**config.mk**
```make
export PLATFORM = sky130hd
export DESIGN_NAME = icache
export DESIGN_NICKNAME = d
export VERILOG_FILES = /design/src/hw/icache_pkg.sv /design/src/hw/icache.sv /design/src/hw/icache_ctrl.sv /design/src/hw/icache_data.sv /design/src/hw/icache_lru.sv /design/src/hw/icache_tagv.sv
export SDC_FILE = /design/constraint.sdc
export NUM_CORES = 2
export LEC_CHECK = 0
export BUFFER_PORTS_ARGS = -buffer_cell sky130_fd_sc_hd__buf_2
export CORE_AREA = 4 4 677 679
export CTS_CLUSTER_DIAMETER = 200
export DETAILED_ROUTE_END_ITERATION = 8
export DIE_AREA = 0 0 681 683
export PLACE_DENSITY = 0.7
export SLEW_MARGIN = 20
export SYNTH_ARGS = -nofsm -noshare
export SYNTH_HDL_FRONTEND = slang
export SYNTH_MEMORY_MAX_BITS = 65536
export SYNTH_SLANG_ARGS = --single-unit
export TNS_END_PERCENT = 50
```
**constraint.sdc**
```tcl
create_clock -name clk -period 24.5 [get_ports clk]
set_clock_uncertainty 0.05 [all_clocks]
set_input_delay 1.225 -clock clk [delete_from_list [all_inputs] [get_ports clk]]
set_output_delay 1.225 -clock clk [all_outputs]
set_load 0.02 [all_outputs]
```
**src/hw/icache_pkg.sv**
```systemverilog
// geometry is fixed at 32-bit byte addresses, word-aligned fetches and two ways only
`default_nettype none

package icache_pkg;

    //////////////////////////////////////////////////
    // cache geometry
    //////////////////////////////////////////////////

    localparam int index_w  = 4;
    localparam int offset_w = 2;
    localparam int ways     = 2;
    localparam int sets     = 1 << index_w;
    // two byte-offset bits below the word offset
    localparam int tag_w    = 32 - index_w - offset_w - 2;
    localparam int line_w   = 32 << offset_w;

    // request kind
    typedef enum logic {
        op_fetch     = 1'b0,
        op_index_inv = 1'b1
    } icache_op_e;

    //////////////////////////////////////////////////
    // address field helpers
    //////////////////////////////////////////////////

    function automatic logic [tag_w-1:0] addr_tag(input logic [31:0] addr);
        return addr[31 -: tag_w];
    endfunction

    function automatic logic [index_w-1:0] addr_index(input logic [31:0] addr);
        return addr[offset_w + 2 +: index_w];
    endfunction

    function automatic logic [offset_w-1:0] addr_word(input logic [31:0] addr);
        return addr[2 +: offset_w];
    endfunction

endpackage

`default_nettype wire

```
**src/hw/icache.sv**
```systemverilog
// 2-way 16-set cache, no translation, fetch returns two words only on even offsets
`timescale 1ns/10ps
`default_nettype none

module icache (
    input  wire                               clk,
    input  wire                               arst_n,
    input  wire                               req_valid,
    input  wire  [31:0]                       req_addr,
    input  wire  icache_pkg::icache_op_e      req_op,
    input  wire                               req_uncached,
    output logic                              req_ready,
    output logic                              resp_valid,
    output logic [63:0]                       resp_rdata,
    output logic                              resp_pair,
    input  wire                               resp_ready,
    output logic                              mem_req,
    output logic [31:0]                       mem_addr,
    output logic                              mem_uncached,
    input  wire                               mem_addr_ok,
    input  wire                               mem_data_ok,
    input  wire  [icache_pkg::line_w-1:0]     mem_rdata
);

    logic                            rd_en;
    logic [icache_pkg::index_w-1:0]  rd_index;
    logic [icache_pkg::tag_w-1:0]    cmp_tag;
    logic [icache_pkg::ways-1:0]     hit;
    logic [icache_pkg::line_w-1:0]   way_line0;
    logic [icache_pkg::line_w-1:0]   way_line1;
    logic [icache_pkg::ways-1:0]     fill_we;
    logic [icache_pkg::index_w-1:0]  fill_index;
    logic [icache_pkg::tag_w-1:0]    fill_tag;
    logic [icache_pkg::line_w-1:0]   fill_line;
    logic                            inv_valid;
    logic [icache_pkg::index_w-1:0]  inv_index;
    logic [icache_pkg::index_w-1:0]  lru_index;
    logic                            lru_touch_valid;
    logic                            lru_touch_way;
    logic                            victim_way;

    icache_ctrl u_ctrl (
        .clk             (clk),
        .arst_n          (arst_n),
        .req_valid       (req_valid),
        .req_addr        (req_addr),
        .req_op          (req_op),
        .req_uncached    (req_uncached),
        .req_ready       (req_ready),
        .resp_valid      (resp_valid),
        .resp_rdata      (resp_rdata),
        .resp_pair       (resp_pair),
        .resp_ready      (resp_ready),
        .mem_req         (mem_req),
        .mem_addr        (mem_addr),
        .mem_uncached    (mem_uncached),
        .mem_addr_ok     (mem_addr_ok),
        .mem_data_ok     (mem_data_ok),
        .mem_rdata       (mem_rdata),
        .rd_en           (rd_en),
        .rd_index        (rd_index),
        .cmp_tag         (cmp_tag),
        .hit             (hit),
        .way_line0       (way_line0),
        .way_line1       (way_line1),
        .fill_we         (fill_we),
        .fill_index      (fill_index),
        .fill_tag        (fill_tag),
        .fill_line       (fill_line),
        .inv_valid       (inv_valid),
        .inv_index       (inv_index),
        .lru_index       (lru_index),
        .lru_touch_valid (lru_touch_valid),
        .lru_touch_way   (lru_touch_way),
        .victim_way      (victim_way)
    );

    icache_tagv u_tagv (
        .clk       (clk),
        .arst_n    (arst_n),
        .rd_en     (rd_en),
        .rd_index  (rd_index),
        .cmp_tag   (cmp_tag),
        .wr_we     (fill_we),
        .wr_index  (fill_index),
        .wr_tag    (fill_tag),
        .inv_valid (inv_valid),
        .inv_index (inv_index),
        .hit       (hit)
    );

    icache_data u_data (
        .clk      (clk),
        .rd_en    (rd_en),
        .rd_index (rd_index),
        .wr_we    (fill_we),
        .wr_index (fill_index),
        .wr_line  (fill_line),
        .rd_line0 (way_line0),
        .rd_line1 (way_line1)
    );

    icache_lru u_lru (
        .clk         (clk),
        .arst_n      (arst_n),
        .lru_index   (lru_index),
        .touch_valid (lru_touch_valid),
        .touch_way   (lru_touch_way),
        .victim_way  (victim_way)
    );

endmodule

`default_nettype wire

```
**src/hw/icache_ctrl.sv**
```systemverilog
// one request in flight, memory returns a whole line, uncached fetches never allocate
`timescale 1ns/10ps
`default_nettype none

module icache_ctrl (
    input  wire                               clk,
    input  wire                               arst_n,
    // fetch side
    input  wire                               req_valid,
    input  wire  [31:0]                       req_addr,
    input  wire  icache_pkg::icache_op_e      req_op,
    input  wire                               req_uncached,
    output logic                              req_ready,
    output logic                              resp_valid,
    output logic [63:0]                       resp_rdata,
    output logic                              resp_pair,
    input  wire                               resp_ready,
    // memory side
    output logic                              mem_req,
    output logic [31:0]                       mem_addr,
    output logic                              mem_uncached,
    input  wire                               mem_addr_ok,
    input  wire                               mem_data_ok,
    input  wire  [icache_pkg::line_w-1:0]     mem_rdata,
    // tag and data arrays
    output logic                              rd_en,
    output logic [icache_pkg::index_w-1:0]    rd_index,
    output logic [icache_pkg::tag_w-1:0]      cmp_tag,
    input  wire  [icache_pkg::ways-1:0]       hit,
    input  wire  [icache_pkg::line_w-1:0]     way_line0,
    input  wire  [icache_pkg::line_w-1:0]     way_line1,
    output logic [icache_pkg::ways-1:0]       fill_we,
    output logic [icache_pkg::index_w-1:0]    fill_index,
    output logic [icache_pkg::tag_w-1:0]      fill_tag,
    output logic [icache_pkg::line_w-1:0]     fill_line,
    output logic                              inv_valid,
    output logic [icache_pkg::index_w-1:0]    inv_index,
    // lru
    output logic [icache_pkg::index_w-1:0]    lru_index,
    output logic                              lru_touch_valid,
    output logic                              lru_touch_way,
    input  wire                               victim_way
);

    typedef enum logic [2:0] {
        st_idle,
        st_lookup,
        st_req,
        st_wait,
        st_resp
    } state_e;

    state_e                          state_q;
    state_e                          state_d;
    logic [31:0]                     addr_q;
    icache_pkg::icache_op_e          op_q;
    logic                            unc_q;
    logic                            hit_way_q;
    logic                            from_mem_q;
    logic [icache_pkg::line_w-1:0]   refill_q;
    logic                            accept;
    logic                            lookup_hit;
    logic                            fill;
    logic [icache_pkg::offset_w-1:0] word;
    logic [icache_pkg::line_w-1:0]   resp_line;

    //////////////////////////////////////////////////
    // request buffer and state machine
    //////////////////////////////////////////////////

    // a taken response frees the slot for a new request in the same cycle
    assign req_ready = (state_q == st_idle) || (state_q == st_resp && resp_ready);
    assign accept    = req_valid && req_ready;

    assign lookup_hit = (state_q == st_lookup) && (op_q == icache_pkg::op_fetch) &&
                        !unc_q && (|hit);
    assign fill       = (state_q == st_wait) && mem_data_ok && !unc_q;

    always_comb begin
        state_d = state_q;
        case (state_q)
            st_idle: begin
                if (accept) begin
                    state_d = st_lookup;
                end
            end
            st_lookup: begin
                if (op_q == icache_pkg::op_index_inv) begin
                    state_d = st_idle;
                end else if (lookup_hit) begin
                    state_d = st_resp;
                end else begin
                    state_d = st_req;
                end
            end
            st_req: begin
                if (mem_addr_ok) begin
                    state_d = st_wait;
                end
            end
            st_wait: begin
                if (mem_data_ok) begin
                    state_d = st_resp;
                end
            end
            st_resp: begin
                if (resp_ready) begin
                    state_d = accept ? st_lookup : st_idle;
                end
            end
            default: state_d = st_idle;
        endcase
    end

    always_ff @(posedge clk or negedge arst_n) begin
        if (!arst_n) begin
            state_q <= st_idle;
        end else begin
            state_q <= state_d;
        end
    end

    always_ff @(posedge clk) begin
        if (accept) begin
            addr_q <= req_addr;
            op_q   <= req_op;
            unc_q  <= req_uncached;
        end
        if (state_q == st_lookup) begin
            hit_way_q  <= hit[1];
            from_mem_q <= !lookup_hit;
        end
        if (state_q == st_wait && mem_data_ok) begin
            refill_q <= mem_rdata;
        end
    end

    //////////////////////////////////////////////////
    // array, lru and memory controls
    //////////////////////////////////////////////////

    assign rd_en    = accept;
    assign rd_index = icache_pkg::addr_index(req_addr);
    assign cmp_tag  = icache_pkg::addr_tag(addr_q);

    // refill lands in the lru victim
    assign fill_we    = fill ? (victim_way ? 2'b10 : 2'b01) : 2'b00;
    assign fill_index = icache_pkg::addr_index(addr_q);
    assign fill_tag   = icache_pkg::addr_tag(addr_q);
    assign fill_line  = mem_rdata;

    assign inv_valid = (state_q == st_lookup) && (op_q == icache_pkg::op_index_inv);
    assign inv_index = icache_pkg::addr_index(addr_q);

    assign lru_index       = icache_pkg::addr_index(addr_q);
    assign lru_touch_valid = lookup_hit || fill;
    assign lru_touch_way   = (state_q == st_lookup) ? hit[1] : victim_way;

    assign mem_req      = (state_q == st_req);
    assign mem_addr     = {addr_q[31:icache_pkg::offset_w+2], {(icache_pkg::offset_w+2){1'b0}}};
    assign mem_uncached = unc_q;

    //////////////////////////////////////////////////
    // fetch word selection
    //////////////////////////////////////////////////

    assign word      = icache_pkg::addr_word(addr_q);
    assign resp_line = from_mem_q ? refill_q : (hit_way_q ? way_line1 : way_line0);

    always_comb begin
        if (!word[0]) begin
            // even offset, second instruction sits in the same line
            resp_rdata = resp_line[word*32 +: 64];
            resp_pair  = 1'b1;
        end else begin
            resp_rdata = {32'h0, resp_line[word*32 +: 32]};
            resp_pair  = 1'b0;
        end
    end

    assign resp_valid = (state_q == st_resp);

    a_mem_req_hold: assert property (@(posedge clk) disable iff (!arst_n)
        mem_req && !mem_addr_ok |=> mem_req && $stable(mem_addr))
        else $error("mem_req dropped or address moved before mem_addr_ok");

    a_resp_hold: assert property (@(posedge clk) disable iff (!arst_n)
        resp_valid && !resp_ready |=> resp_valid && $stable(resp_rdata) && $stable(resp_pair))
        else $error("response changed while stalled");

endmodule

`default_nettype wire

```
**src/hw/icache_data.sv**
```systemverilog
// no reset on the arrays, read outputs change only when rd_en is high
`timescale 1ns/10ps
`default_nettype none

module icache_data (
    input  wire                               clk,
    input  wire                               rd_en,
    input  wire  [icache_pkg::index_w-1:0]    rd_index,
    input  wire  [icache_pkg::ways-1:0]       wr_we,
    input  wire  [icache_pkg::index_w-1:0]    wr_index,
    input  wire  [icache_pkg::line_w-1:0]     wr_line,
    output logic [icache_pkg::line_w-1:0]     rd_line0,
    output logic [icache_pkg::line_w-1:0]     rd_line1
);

    //////////////////////////////////////////////////
    // one line array per way
    //////////////////////////////////////////////////

    for (genvar w = 0; w < icache_pkg::ways; w++) begin : g_way
        logic [icache_pkg::line_w-1:0] mem [icache_pkg::sets];
        logic [icache_pkg::line_w-1:0] rd_q;

        always_ff @(posedge clk) begin
            // whole line replaced on refill
            if (wr_we[w]) begin
                mem[wr_index] <= wr_line;
            end
            if (rd_en) begin
                rd_q <= mem[rd_index];
            end
        end
    end

    assign rd_line0 = g_way[0].rd_q;
    assign rd_line1 = g_way[1].rd_q;

    // refill goes to a single victim way
    a_one_way_write: assert property (@(posedge clk) $onehot0(wr_we))
        else $error("line written to both ways");

endmodule

`default_nettype wire

```
**src/hw/icache_lru.sv**
```systemverilog
// two ways only, one bit per set, victim is valid in the same cycle as lru_index
`timescale 1ns/10ps
`default_nettype none

module icache_lru (
    input  wire                               clk,
    input  wire                               arst_n,
    input  wire  [icache_pkg::index_w-1:0]    lru_index,
    input  wire                               touch_valid,
    input  wire                               touch_way,
    output logic                              victim_way
);

    // bit set means way 1 is least recently used
    logic [icache_pkg::sets-1:0] lru_q;

    always_ff @(posedge clk or negedge arst_n) begin
        if (!arst_n) begin
            lru_q <= '0;
        end else if (touch_valid) begin
            // the way not touched becomes the victim
            lru_q[lru_index] <= ~touch_way;
        end
    end

    assign victim_way = lru_q[lru_index];

endmodule

`default_nettype wire

```
**src/hw/icache_tagv.sv**
```systemverilog
// tags have no reset, valid bits do; hit is only meaningful the cycle after a read
`timescale 1ns/10ps
`default_nettype none

module icache_tagv (
    input  wire                               clk,
    input  wire                               arst_n,
    input  wire                               rd_en,
    input  wire  [icache_pkg::index_w-1:0]    rd_index,
    input  wire  [icache_pkg::tag_w-1:0]      cmp_tag,
    input  wire  [icache_pkg::ways-1:0]       wr_we,
    input  wire  [icache_pkg::index_w-1:0]    wr_index,
    input  wire  [icache_pkg::tag_w-1:0]      wr_tag,
    input  wire                               inv_valid,
    input  wire  [icache_pkg::index_w-1:0]    inv_index,
    output logic [icache_pkg::ways-1:0]       hit
);

    logic [icache_pkg::index_w-1:0] rd_index_q;
    logic                           inv_rd;

    always_ff @(posedge clk) begin
        if (rd_en) begin
            rd_index_q <= rd_index;
        end
    end

    // an invalidate of the set just read kills the hit at once
    assign inv_rd = inv_valid && (inv_index == rd_index_q);

    //////////////////////////////////////////////////
    // per-way tag and valid store
    //////////////////////////////////////////////////

    for (genvar w = 0; w < icache_pkg::ways; w++) begin : g_way
        logic [icache_pkg::tag_w-1:0] tag_mem [icache_pkg::sets];
        logic [icache_pkg::sets-1:0]  valid_q;
        logic [icache_pkg::tag_w-1:0] tag_rd_q;
        logic                         valid_rd_q;

        always_ff @(posedge clk) begin
            if (wr_we[w]) begin
                tag_mem[wr_index] <= wr_tag;
            end
            if (rd_en) begin
                tag_rd_q <= tag_mem[rd_index];
            end
        end

        always_ff @(posedge clk or negedge arst_n) begin
            if (!arst_n) begin
                valid_q    <= '0;
                valid_rd_q <= 1'b0;
            end else begin
                if (wr_we[w]) begin
                    valid_q[wr_index] <= 1'b1;
                end
                // invalidate wins over a fill of the same set
                if (inv_valid) begin
                    valid_q[inv_index] <= 1'b0;
                end
                if (rd_en) begin
                    valid_rd_q <= valid_q[rd_index];
                end
            end
        end

        assign hit[w] = valid_rd_q && !inv_rd && (tag_rd_q == cmp_tag);
    end

    // a line lives in at most one way
    a_hit_onehot: assert property (@(posedge clk) disable iff (!arst_n) $onehot0(hit))
        else $error("tag hit in both ways");

endmodule

`default_nettype wire
```
==> summary.txt <==
Run status
  – Status: finished, final reports clean

STA
  – Final hold slack: 0.335 ns
  – Fmax: 0.140 GHz
  – Final Hold Viols: 0
  – Post-route minimum period: 7.16 ns
  – RSZ-0062 raised after global routing: false
  – Worst-margin pin slew: 1.29 ns
  – Setup TNS: 0 ns
  – Final Cycle Share: 0.292
  – Final setup violation count: 0
  – Max-slew headroom: 0.137
  – Max-slew violations: 0

Critical path
  – Critical Path Max Stage Delay: 0.83 ns
  – CP Launch Type: input port
  – CP endpoint kind: register
  – Slowest CP cell: buf_4
  – CP max FO: 90
  – Crit path cell chain: buf_8 > buf_4 > buf_4 > buf_4 > buf_4 > buf_4 > buf_4 > mux4_2 > mux4_2
  – Kind of critical path: input port to register
  – CP Data Arrival Time: 7.77 ns
  – Most used cell, CP: buf_4
  – Req. time, crit path: 25.11 ns

Detailed routing
  – Drt pass-1 iters: 6
  – Post-Route WL: 519 mm
  – DR WL/cell: 34.5 um
  – Detail-routed via count per cell: 6.25
  – Detail Route Antenna Nets: 0
  – Initial DRC Count: 13700
  – Via count: 94200
  – # DRC: 0

Yosys
  – Number of distinct library cells after synthesis: 43
  – Synthesis-stage register bit count: 5383
  – Adder-Cell Fraction of Synth Area: 0
  – Post-synthesis area per instance: 25.2 um^2
  – Largest family of logic cells by synthesized area: multiplexers
  – Synth Instances: 8068
  – Post-synth EDFFs: 5330
  – Simple-Gate Fraction of Synth Area: 0.00657
  – Post-synthesis compound-gate area fraction: 0.00750
  – Post-synthesis xor/xnor area fraction: 0.00207
  – Post-synth ARST share: 0.00985
  – Sequential share of the synthesized area: 0.795
  – Dominant synthesized flop cell: edfxtp_1
  – Mux share of post-synthesis cell area: 0.179
  – Mapped Area: 203000 um^2
  – Ys Warns: 0

Global routing
  – GRT Max-Usage Layer: met2
  – Largest net degree at the start of global routing: 105
  – Initial antenna violation count: 121
  – Total gr overflow: 0
  – GRT met2 Usage: 0.361
  – All-Layer GR Usage: 0.222
  – GRT met3 Usage: 0.0451
  – Vias in the first global route: 94000
  – First-pass GRT wire length: 731 mm
  – Met1 Use GR: 0.300

Clocking
  – Post CTS Setup Buffer Count: 0
  – Inserted Clock Buffers: 480
  – Worst-path clk slew: 0.06 ns
  – CTS root buf: clkbuf_16
  – CTS sink count: 5383
  – Skew-Pair Late Insertion Delay: 0.96 ns
  – Hold-fix buffers, CTS: 0
  – H-tree depth: 5
  – CTS tree: built
  – CTS Buffer Depth: 4
  – Post_cts resized: 0

Placement
  – # placed instances: 14100
  – Buffers on Ports: 262
  – DP HPWL: 267 mm
  – Final Wtd Congestion: 0.795
  – Area of placed instances: 212000 um^2

Final layout
  – Share of layout cells above drive strength 1: 0.312
  – Most frequent cells in the layout: edfxtp_1 (5330), mux4_2 (1553), clkbuf_16 (487)
  – Post-route cell area: 228000 um^2
  – Finished Layout Cells: 15100
  – Layout Nets: 8783
  – Area growth, synth to finish: 12.3%
  – Most common cell after layout, fill and taps aside: edfxtp_1

Hold path
  – Worst hold path class: input port to asynchronous set/reset pin

Die
  – Die area: 465000 um^2
  – Std cell rows: 247
  – Die X: 681 um
  – CORE AREA: 452000 um^2
  – Initial Utilization: 0.449
  – Die span in y: 683 um
  – Number of top-level pins: 269

Power
  – Pleak: 70.5 nW
  – Power Total: 19.4 mW
  – Peak VDD IR: 64.8 uV
  – Power per cell area: 85.1 nW/um^2

Flow run
  – Max Cap Viol: 0
## cell families (layout without fill, tap and decap cells)
family	after synthesis	after routing
AND/OR/NAND/NOR	261	261
AO/OA/AOI/OAI	241	241
multiplexers	1684	1684
other	1	71
buffers and inverters	450	1404
XOR/XNOR	48	48
flip-flops	5383	5383
## where the power goes
group | internal [mW] | switching (mW) | total (mW)
clock | 4.16 | 3.28 | 7.44
sequential | 10.4 | 0.137 | 10.6
combinational | 0.492 | 0.902 | 1.39
total | 15.1 | 4.32 | 19.4
## registers in the layout (all words and copies together) (netlist names), named ones only
register,cells
u_ctrl.from_mem_q,1
u_tagv.g_way.valid_rd_q,2
u_ctrl.state_q,3
u_ctrl.op_q,1
u_tagv.g_way.valid_q,17
u_data.rd_line0,128
u_data.g_way.mem,4096
u_ctrl.mem_uncached,1
u_ctrl.hit_way_q,1
u_ctrl.addr_q,27
u_ctrl.refill_q,128
u_tagv.rd_index_q,3
u_lru.lru_q,16
u_data.rd_line1,128
u_tagv.g_way.tag_mem,768
u_tagv.g_way.tag_rd_q,48
## worst max-delay path, delay by kind of cell
family | cells | cell delay (ns)
multiplexers | 2 | 0.96
buffers and inverters | 7 | 5.22
## synth_stat cells, types with 4 or more instances
cell	number	area share
a211oi_1	43	0.0016
a21oi_1	67	0.0017
and2_1	8	0.00025
buf_1	33	0.00061
buf_2	101	0.0025
buf_4	34	0.0013
clkbuf_1	277	0.0051
dfrtp_1	53	0.0065
edfxtp_1	5330	0.79
mux2_2	20	0.0011
mux2i_1	109	0.0054
mux4_2	1553	0.17
nand2_1	82	0.0015
nand3_1	12	0.00030
nand4_1	19	0.00059
nor2_1	65	0.0012
nor2_4	10	0.00055
nor2b_1	48	0.0015
nor4_1	4	0.00012
o211ai_1	26	0.00096
o21ai_0	68	0.0017
o22a_1	33	0.0014
xnor2_1	43	0.0019
xor2_1	5	0.00022
## stage by stage
stage | util | worst slack, ns
floorplan | - | 5.82
global placement | 0.470 | 16.45
detailed placement | 0.470 | 16.36
CTS | 0.504 | 17.36
global route | 0.505 | 17.12
finish | 0.505 | 17.34
## layer usage
metal	part of all wire	routed length [um]	up-vias
li1	-	-	36100
met1	0.37	191000	51100
met2	0.49	255000	5988
met3	0.11	54800	980
met4	0.036	18500	58
met5	0.00074	382	-
## cell type report
cell class / instances / area (um^2)
well taps: 5976 / 7480
inverters: 2 / 15.0
flip-flops and latches: 5383 / 161000
repair buffers: 510 / 3700
fillers: 34100 / 224000
multi-input cells: 2238 / 39900
clock inverters: 323 / 2950
diodes: 67 / 168
clock buffers: 569 / 12500
## path summary, 6_finish.rpt
path | startpoint | endpoint | cells after the start | slack, ns
worst max-delay path | req_addr[5] | u_data.rd_line1[102] | 9 | 17.34
worst min-delay path | arst_n | u_lru.lru_q[5] | 2 | 0.33
worst max register to register | u_ctrl.state_q[0] | u_data.g_way[0].mem[15][98] | 10 | 18.45
worst min register to register | register | register | 1 | 0.44
max in group asynchronous | arst_n | u_tagv.g_way[0].valid_q[8] | 2 | 23.52
min in group clk | req_addr[18] | u_ctrl.addr_q[18] | 1 | 0.39
No activity file was read; power rests on OpenSTA's default activity.
